File: src/rtl/calc_defines.svh
`ifndef CALC_DEFINES_SVH
`define CALC_DEFINES_SVH

// datapath width, entries and results alike
`define CALC_WIDTH      16

// pressed cycles needed before a key counts
`define DEBOUNCE_CYCLES 10

// operator codes carried on operator_input and pending_op
`define OP_NONE         3'b000  // digit, equal or nothing pending
`define OP_NEG          3'b001  // key D, applied at once
`define OP_ADD          3'b010  // key A
`define OP_SUB          3'b011  // key B
`define OP_MUL          3'b100  // key C

`endif

File: src/rtl/calc_pkg.sv
`include "calc_defines.svh"

package calc_pkg;

    // keypad position, row * 4 + column
    typedef logic [3:0] key_code_t;

    // decimal digit, only 0..9 ever used
    typedef logic [3:0] digit_t;

    // operator code, see OP_* macros
    typedef logic [2:0] op_code_t;

    // two's complement entry or result
    typedef logic signed [`CALC_WIDTH-1:0] value_t;

    // keypad scanner
    typedef enum logic [2:0] {
        IDLE,          // one cycle pause between scans
        SCAN_COL,      // walk the columns
        WAIT_STABLE,   // debounce count
        CONFIRM,       // key offered to controller
        WAIT_RELEASE   // hold until all rows high
    } scan_state_t;

    // key acknowledge sequence in the controller
    typedef enum logic [1:0] {
        WAIT_KEY,      // idle, watching read_input
        ACK,           // key_read high this cycle
        WAIT_DROP      // wait for read_input to fall
    } ctrl_state_t;

endpackage

File: src/rtl/calc_alu.sv
`timescale 1ns/1ns
`include "calc_defines.svh"

module calc_alu (
    input  calc_pkg::value_t   a,         // accumulator
    input  calc_pkg::value_t   b,         // current entry
    input  calc_pkg::op_code_t op,
    output calc_pkg::value_t   result,    // low CALC_WIDTH bits
    output logic               overflow   // true result out of range
);

    localparam int W = `CALC_WIDTH;

    logic signed [W:0]     sum;   // one guard bit
    logic signed [W:0]     diff;
    logic signed [2*W-1:0] prod;  // full product

    // signed context, operands sign extended
    assign sum  = a + b;
    assign diff = a - b;
    assign prod = a * b;

    always_comb begin
        result   = b;
        overflow = 1'b0;
        case (op)
            `OP_ADD: begin
                result   = sum[W-1:0];
                overflow = sum[W] ^ sum[W-1];    // guard differs from sign
            end
            `OP_SUB: begin
                result   = diff[W-1:0];
                overflow = diff[W] ^ diff[W-1];
            end
            `OP_MUL: begin
                result   = prod[W-1:0];
                // upper half must be a copy of the sign bit
                overflow = (prod[2*W-1:W-1] != {(W+1){prod[W-1]}});
            end
            `OP_NONE: begin
                result   = b;  // nothing pending, pass entry
                overflow = 1'b0;
            end
            default: begin
                result   = b;
                overflow = 1'b0;
            end
        endcase
    end

endmodule

File: src/rtl/input_control.sv
`timescale 1ns/1ns
`include "calc_defines.svh"

module input_control (
    input  logic               clk,
    input  logic               nRST,
    input  logic [3:0]         RowIn,           // pulled up, low when pressed
    output logic [3:0]         ColOut,          // active column driven low
    output logic               read_input,      // key waiting for the controller
    input  logic               key_read,        // controller took the key
    output calc_pkg::digit_t   keypad_input,    // 0..9
    output calc_pkg::op_code_t operator_input,  // OP_* code
    output logic               equal_input      // '*' key
);

    localparam int CNT_W = $clog2(`DEBOUNCE_CYCLES) + 1;
    localparam logic [CNT_W-1:0] DEB_LAST = CNT_W'(`DEBOUNCE_CYCLES - 1);
    localparam calc_pkg::key_code_t KEY_HASH = 4'hE;  // row 3, column 2

    calc_pkg::scan_state_t state;
    calc_pkg::scan_state_t next_state;

    logic [1:0]          col_index;      // column under test
    logic [1:0]          row_idx;        // pressed row in active column
    logic [CNT_W-1:0]    debounce_cnt;
    calc_pkg::key_code_t scan_code;      // live position of the pressed key
    calc_pkg::key_code_t key_code;       // latched on confirm
    logic                key_valid;      // some row pulled low

    assign key_valid = ~&RowIn;

    // one column low at a time
    always_comb begin
        ColOut = 4'b1111;
        ColOut[col_index] = 1'b0;
    end

    // lowest pressed row wins, so walk down and let row 0 overwrite
    always_comb begin
        row_idx = 2'd3;
        for (int r = 3; r >= 0; r--) begin
            if (!RowIn[r]) begin
                row_idx = 2'(r);
            end
        end
        scan_code = {row_idx, col_index};
    end

    always_comb begin
        next_state = state;
        case (state)
            calc_pkg::IDLE: begin
                next_state = calc_pkg::SCAN_COL;
            end
            calc_pkg::SCAN_COL: begin
                if (key_valid) begin
                    next_state = calc_pkg::WAIT_STABLE;
                end
            end
            calc_pkg::WAIT_STABLE: begin
                if (!key_valid) begin
                    next_state = calc_pkg::IDLE;  // bounce, start over
                end else if (debounce_cnt == DEB_LAST) begin
                    next_state = calc_pkg::CONFIRM;
                end
            end
            calc_pkg::CONFIRM: begin
                if (key_code == KEY_HASH || key_read) begin
                    next_state = calc_pkg::WAIT_RELEASE;  // '#' skips the exchange
                end
            end
            calc_pkg::WAIT_RELEASE: begin
                if (!key_valid) begin
                    next_state = calc_pkg::IDLE;
                end
            end
            default: begin
                next_state = calc_pkg::IDLE;
            end
        endcase
    end

    always_ff @(posedge clk or negedge nRST) begin
        if (!nRST) begin
            state        <= calc_pkg::IDLE;
            col_index    <= 2'd0;
            debounce_cnt <= '0;
            key_code     <= KEY_HASH;  // decodes to nothing
            read_input   <= 1'b0;
        end else begin
            state <= next_state;

            if (state == calc_pkg::SCAN_COL && !key_valid) begin
                col_index <= col_index + 2'd1;  // 3 wraps to 0
            end

            if (state == calc_pkg::WAIT_STABLE) begin
                debounce_cnt <= debounce_cnt + 1'b1;
            end else begin
                debounce_cnt <= '0;
            end

            // capture while the press is known good
            if (state == calc_pkg::WAIT_STABLE && next_state == calc_pkg::CONFIRM) begin
                key_code <= scan_code;
            end

            if (state == calc_pkg::CONFIRM && key_code != KEY_HASH) begin
                read_input <= 1'b1;
            end else if (state == calc_pkg::WAIT_RELEASE && !key_valid) begin
                read_input <= 1'b0;  // released, exchange over
            end
        end
    end

    // key position to digit, operator or equal
    always_comb begin
        keypad_input   = 4'd0;
        operator_input = `OP_NONE;
        equal_input    = 1'b0;
        case (key_code)
            4'h0: keypad_input   = 4'd1;
            4'h1: keypad_input   = 4'd2;
            4'h2: keypad_input   = 4'd3;
            4'h3: operator_input = `OP_ADD;  // A
            4'h4: keypad_input   = 4'd4;
            4'h5: keypad_input   = 4'd5;
            4'h6: keypad_input   = 4'd6;
            4'h7: operator_input = `OP_SUB;  // B
            4'h8: keypad_input   = 4'd7;
            4'h9: keypad_input   = 4'd8;
            4'hA: keypad_input   = 4'd9;
            4'hB: operator_input = `OP_MUL;  // C
            4'hC: equal_input    = 1'b1;     // '*'
            4'hD: keypad_input   = 4'd0;
            4'hF: operator_input = `OP_NEG;  // D
            default: ;                       // '#' decodes to nothing
        endcase
    end

    a_one_col_low: assert property (@(posedge clk) disable iff (!nRST)
        $onehot(~ColOut))
        else $error("ColOut %b does not have exactly one low bit", ColOut);

    // controller must never see the key vanish while it is still held
    a_drop_after_release: assert property (@(posedge clk) disable iff (!nRST)
        $fell(read_input) |-> $past(&RowIn))
        else $error("read_input fell while a row was still low");

endmodule

File: src/rtl/calc_controller.sv
`timescale 1ns/1ns
`include "calc_defines.svh"

module calc_controller (
    input  logic               clk,
    input  logic               nRST,
    input  logic               read_input,      // key offered by the scanner
    output logic               key_read,        // one-cycle acknowledge
    input  calc_pkg::digit_t   keypad_input,
    input  calc_pkg::op_code_t operator_input,
    input  logic               equal_input,
    output calc_pkg::value_t   acc,             // left operand
    output calc_pkg::value_t   entry,           // value being typed
    output calc_pkg::op_code_t pending_op,      // operator waiting for its right side
    input  calc_pkg::value_t   alu_result,      // acc pending_op entry
    input  logic               alu_overflow,
    output calc_pkg::value_t   display_value,
    output logic               result_valid,    // pulse per equal key
    output logic               overflow         // flag of the last equal
);

    localparam calc_pkg::value_t RADIX = calc_pkg::value_t'(10);

    calc_pkg::ctrl_state_t state;

    // key fields are sampled on the edge that ends this cycle
    assign key_read = (state == calc_pkg::ACK);

    // display follows the entry register
    assign display_value = entry;

    // one acknowledge per rise of read_input
    always_ff @(posedge clk or negedge nRST) begin
        if (!nRST) begin
            state <= calc_pkg::WAIT_KEY;
        end else begin
            case (state)
                calc_pkg::WAIT_KEY: begin
                    if (read_input) begin
                        state <= calc_pkg::ACK;
                    end
                end
                calc_pkg::ACK: begin
                    state <= calc_pkg::WAIT_DROP;
                end
                calc_pkg::WAIT_DROP: begin
                    if (!read_input) begin
                        state <= calc_pkg::WAIT_KEY;  // key released
                    end
                end
                default: begin
                    state <= calc_pkg::WAIT_KEY;
                end
            endcase
        end
    end

    always_ff @(posedge clk or negedge nRST) begin
        if (!nRST) begin
            acc          <= '0;
            entry        <= '0;
            pending_op   <= `OP_NONE;
            result_valid <= 1'b0;
            overflow     <= 1'b0;
        end else begin
            result_valid <= 1'b0;  // pulse only

            if (state == calc_pkg::ACK) begin
                if (equal_input) begin
                    // result stays on display and seeds the next entry
                    acc          <= alu_result;
                    entry        <= alu_result;
                    pending_op   <= `OP_NONE;
                    result_valid <= 1'b1;
                    overflow     <= alu_overflow;
                end else if (operator_input == `OP_NEG) begin
                    entry <= -entry;  // unary, no pending change
                end else if (operator_input != `OP_NONE) begin
                    // with nothing pending the ALU hands back entry,
                    // otherwise the previous step is folded in first
                    acc        <= alu_result;
                    pending_op <= operator_input;
                    entry      <= '0;
                end else begin
                    // decimal shift, wraps mod 2^16
                    entry <= entry * RADIX + calc_pkg::value_t'(keypad_input);
                end
            end
        end
    end

    a_single_ack: assert property (@(posedge clk) disable iff (!nRST)
        key_read |=> !key_read)
        else $error("key_read held high for more than one cycle");

endmodule

File: src/rtl/calc_top.sv
`timescale 1ns/1ns

module calc_top (
    input  logic             clk,
    input  logic             nRST,
    input  logic [3:0]       RowIn,          // keypad rows, active low
    output logic [3:0]       ColOut,         // keypad columns, one low
    output calc_pkg::value_t display_value,
    output logic             result_valid,
    output logic             overflow
);

    logic               read_input;
    logic               key_read;
    logic               equal_input;
    calc_pkg::digit_t   keypad_input;
    calc_pkg::op_code_t operator_input;

    calc_pkg::value_t   acc;
    calc_pkg::value_t   entry;
    calc_pkg::op_code_t pending_op;
    calc_pkg::value_t   alu_result;
    logic               alu_overflow;

    input_control input_control_inst (
        .clk            (clk),
        .nRST           (nRST),
        .RowIn          (RowIn),
        .ColOut         (ColOut),
        .read_input     (read_input),
        .key_read       (key_read),
        .keypad_input   (keypad_input),
        .operator_input (operator_input),
        .equal_input    (equal_input)
    );

    calc_controller calc_controller_inst (
        .clk            (clk),
        .nRST           (nRST),
        .read_input     (read_input),
        .key_read       (key_read),
        .keypad_input   (keypad_input),
        .operator_input (operator_input),
        .equal_input    (equal_input),
        .acc            (acc),
        .entry          (entry),
        .pending_op     (pending_op),
        .alu_result     (alu_result),
        .alu_overflow   (alu_overflow),
        .display_value  (display_value),
        .result_valid   (result_valid),
        .overflow       (overflow)
    );

    // acc pending_op entry, purely combinational
    calc_alu calc_alu_inst (
        .a        (acc),
        .b        (entry),
        .op       (pending_op),
        .result   (alu_result),
        .overflow (alu_overflow)
    );

endmodule

File: config.mk
export PLATFORM = sky130hd
export DESIGN_NAME = calc_top
export DESIGN_NICKNAME = d
export VERILOG_FILES = /design/src/rtl/calc_pkg.sv /design/src/rtl/calc_alu.sv /design/src/rtl/input_control.sv /design/src/rtl/calc_controller.sv /design/src/rtl/calc_top.sv
export VERILOG_INCLUDE_DIRS = /design/src /design/src/rtl
export SDC_FILE = /design/constraint.sdc
export NUM_CORES = 1
export LEC_CHECK = 0
export ABC_AREA = 1
export BUFFER_PORTS_ARGS = -buffer_cell sky130_fd_sc_hd__buf_2
export CAP_MARGIN = 20
export CORE_ASPECT_RATIO = 0.7
export CORE_MARGIN = 1
export CORE_UTILIZATION = 55
export DETAILED_ROUTE_END_ITERATION = 10
export PLACE_DENSITY = 0.81
export SETUP_SLACK_MARGIN = 0.05
export SKIP_CTS_REPAIR_TIMING = 1
export SLEW_MARGIN = 0
export SYNTH_ARGS = -nofsm -noshare
export SYNTH_HDL_FRONTEND = slang
export SYNTH_SLANG_ARGS = --single-unit
export TNS_END_PERCENT = 100
File: constraint.sdc
create_clock -name clk -period 6.1 [get_ports clk]
set_input_delay 1.22 -clock clk [delete_from_list [all_inputs] [get_ports clk]]
set_output_delay 1.22 -clock clk [all_outputs]
set_load 0.005 [all_outputs]
==> results.json <==
{
  "finalHoldViolCount": 0,
  "antenna_found_initial": 4,
  "drv_cap": 0,
  "synth_top_area_share_pct": 31.9,
  "dp_hpwl_um": 46900,
  "maxSlewViolCount": 0,
  "rows": 52,
  "setup-violations-final": 1,
  "finalInstanceArea_um2": 19900,
  "die_y_um": 148,
  "cts-htree-levels": 2,
  "hold_path.class": "register to register",
  "post-route-period-util_pct": 104,
  "timing.hold.ws_ns": 0.440,
  "synth.cell_area_um2": 16700,
  "fin_tns_setup_ns": -0.230,
  "wl_per_cell_um": 18.9,
  "via_per_inst": 5.51,
  "track_usage_pct": 36.8,
  "grt_pass1_wl_um": 87100,
  "hold_path_depth": 1,
  "cp.required_ns": 6.30,
  "r2r-start": "calc_controller_inst.acc[15]",
  "ant_nets": 0,
  "critPathMaxStageDelay_ns": 0.58,
  "critPathMostFrequentCell": "nand2_1",
  "postSynthCellCount": 2375,
  "synth_edf_count": 0,
  "startpoint_type": "register",
  "synthFlopType": "dfrtp_1",
  "grt_pass1_vias": 16101,
  "fin_ws_ns": -0.230,
  "synth.area.top_cells": "fa_1 32%, nand2_1 15%, inv_1 13%",
  "syn_to_final_growth_pct": 19.3,
  "finClkSkew_ns": 0.0188,
  "cts_buffers": 5,
  "avgSynthCellArea_um2": 7.03,
  "wl_um": 56400,
  "grt.overflow.total": 0,
  "synthTopCellsByCount": "668 x nand2_1, 558 x inv_1, 266 x fa_1",
  "worstSetupEndpointType": "register",
  "drt_first_pass_iters": 7,
  "synth_cell_types": 54,
  "die_w_um": 210,
  "relSlewSlack_pct": 21.2,
  "synth_area_leader_cell": "fa_1",
  "fmax_mhz": 158,
  "min_period_ns": 6.33,
  "cts_tree": "done",
  "clockBufferDepth": 2,
  "reg2regPathDepth": 29,
  "crit_type": "register to register",
  "synthArstFlopShare_pct": 100,
  "cp-endpoint": "calc_controller_inst.overflow",
  "crit_slowest_cell": "fa_1",
  "gp_routability_congestion": 1.05,
  "status": "finished with violations",
  "final_net_count": 2995,
  "layout-drive-gt1-share_pct": 17.0,
  "synthMostInstantiatedCell": "nand2_1",
  "io_pins": 28,
  "tightest_slew_ns": 1.18,
  "reg2reg_slack_ns": -0.23,
  "r2r-end": "calc_controller_inst.overflow",
  "coreArea_um2": 29300,
  "cp_max_fo": 8,
  "ys_seq_area_share_pct": 8.12,
  "initial_core_util_pct": 56.9,
  "clkLatencyLatePin_ns": 0.33,
  "violations": "setup timing",
  "fillers": 2419,
  "yosysWarnings": 0,
  "dieArea_um2": 31100,
  "portBuffers": 27,
  "worstPathArrival_ns": 6.53,
  "route.detailed.drc": 0,
  "vias": 16451,
  "root_buffer": "clkbuf_16",
  "placed_cell_area_um2": 18800,
  "cts_sinks": 54,
  "path_clk_slew_ns": 0.09,
  "ys_ff_latch": 54,
  "grt_setup_unrepaired": "true",
  "first_iter_violations": 1794,
  "grt_max_degree": 55,
  "cp-startpoint": "calc_controller_inst.acc[15]",
  "syn_nets": 2795
}
==> critical path, delay by kind of cell (launching register included) <==
family	cells	cell delay [ns]
buffers and inverters	5	0.56
adders and majority gates	7	3.43
DFF	1	0.49
and+or+nand+nor	17	1.74
==> layout by cell type, fill, tap and decap left out, types with 5 or more instances in the layout <==
cell	netlist	layout
o211ai_1	5	5
a21boi_0	7	7
ha_4	0	20
a21oi_2	1	8
nand2_4	0	12
buf_4	0	206
a31oi_1	5	5
nor2_4	1	7
buf_2	4	28
nand2_2	6	21
nor2_1	128	116
buf_6	3	13
xor2_1	21	21
inv_2	6	22
clkbuf_16	0	6
xnor2_1	10	10
fa_1	266	251
o21bai_1	9	9
nor3_1	20	16
nand3_1	124	118
nor2_2	6	12
o21ai_0	91	87
ha_1	148	128
fa_2	0	15
nand2_1	668	641
or2_2	11	11
buf_12	0	16
dfrtp_1	51	40
dfrtp_2	0	11
a21oi_1	88	78
nand4_1	27	27
o21ai_1	2	5
inv_1	558	540
==> area by class of cell <==
cell class,instances,area [um^2],area share (%)
clock buffers,5,125,0.628
clock inverters,3,28.8,0.144
diodes,3,7.51,0.0377
flip-flops and latches,54,1370,6.87
repair buffers,266,2210,11.1
inverters,566,2130,10.7
well taps,405,507,2.54
multi-input cells,1682,13500,68.0
==> registers in the layout, summed over array words and instances, names as in the netlist <==
signal and cells:
calc_controller_inst.acc 16, calc_controller_inst.display_value 16, calc_controller_inst.overflow 1, calc_controller_inst.pending_op 3, calc_controller_inst.result_valid 1, calc_controller_inst.state 2
input_control_inst.col_index 2, input_control_inst.debounce_cnt 5, input_control_inst.key_code 4, input_control_inst.read_input 1, input_control_inst.state 3
==> routing by layer <==
layer | wire length [um] | track usage [%] | part of all wire, % | up-vias
met2 | 23200 | 52.2 | 41 | 867
met3 | 7120 | 11.5 | 13 | 111
li1 | - | - | - | 7556
met1 | 24500 | 54.3 | 43 | 7911
met5 | 34 | 0 | 0.060 | -
met4 | 1560 | 8.91 | 2.8 | 6
==> through the flow <==
step	utilization [%]	std cells	worst slack (ns)
floorplan	-	2375	0.0551
global placement	64.2	2948	-0.389
detailed placement	64.2	2948	-0.420
CTS	64.7	2956	-0.460
global route	67.9	2981	-0.467
finish	67.9	2984	-0.230
==> kinds of logic after synthesis <==
kind of cell               Yosys count  share of synthesized area (%)
and+or+nand+nor                   1004                           24.8
AOI/OAI and AO/OA                  231                           7.74
xor gates and xnor gates            33                           1.82
DFF                                 54                           8.12
buffers and inverters              639                           14.5
adders and majority gates          414                           43.0
==> worst min-delay path by stage <==
stage,slack (ns),to,start
3_3_place_gp,0.42,calc_controller_inst.state[0],calc_controller_inst.state[0]
5_1_grt,0.47,calc_controller_inst.state[0],calc_controller_inst.state[0]
2_1_floorplan,0.41,calc_controller_inst.state[0],calc_controller_inst.state[0]
3_5_place_dp,0.43,calc_controller_inst.state[0],calc_controller_inst.state[0]
4_1_cts,0.44,calc_controller_inst.state[0],calc_controller_inst.state[0]
6_report,0.44,calc_controller_inst.state[0],calc_controller_inst.state[0]
Power is not shown: default switching activity piles up to over one toggle a cycle in this logic, so the estimate is an artifact.
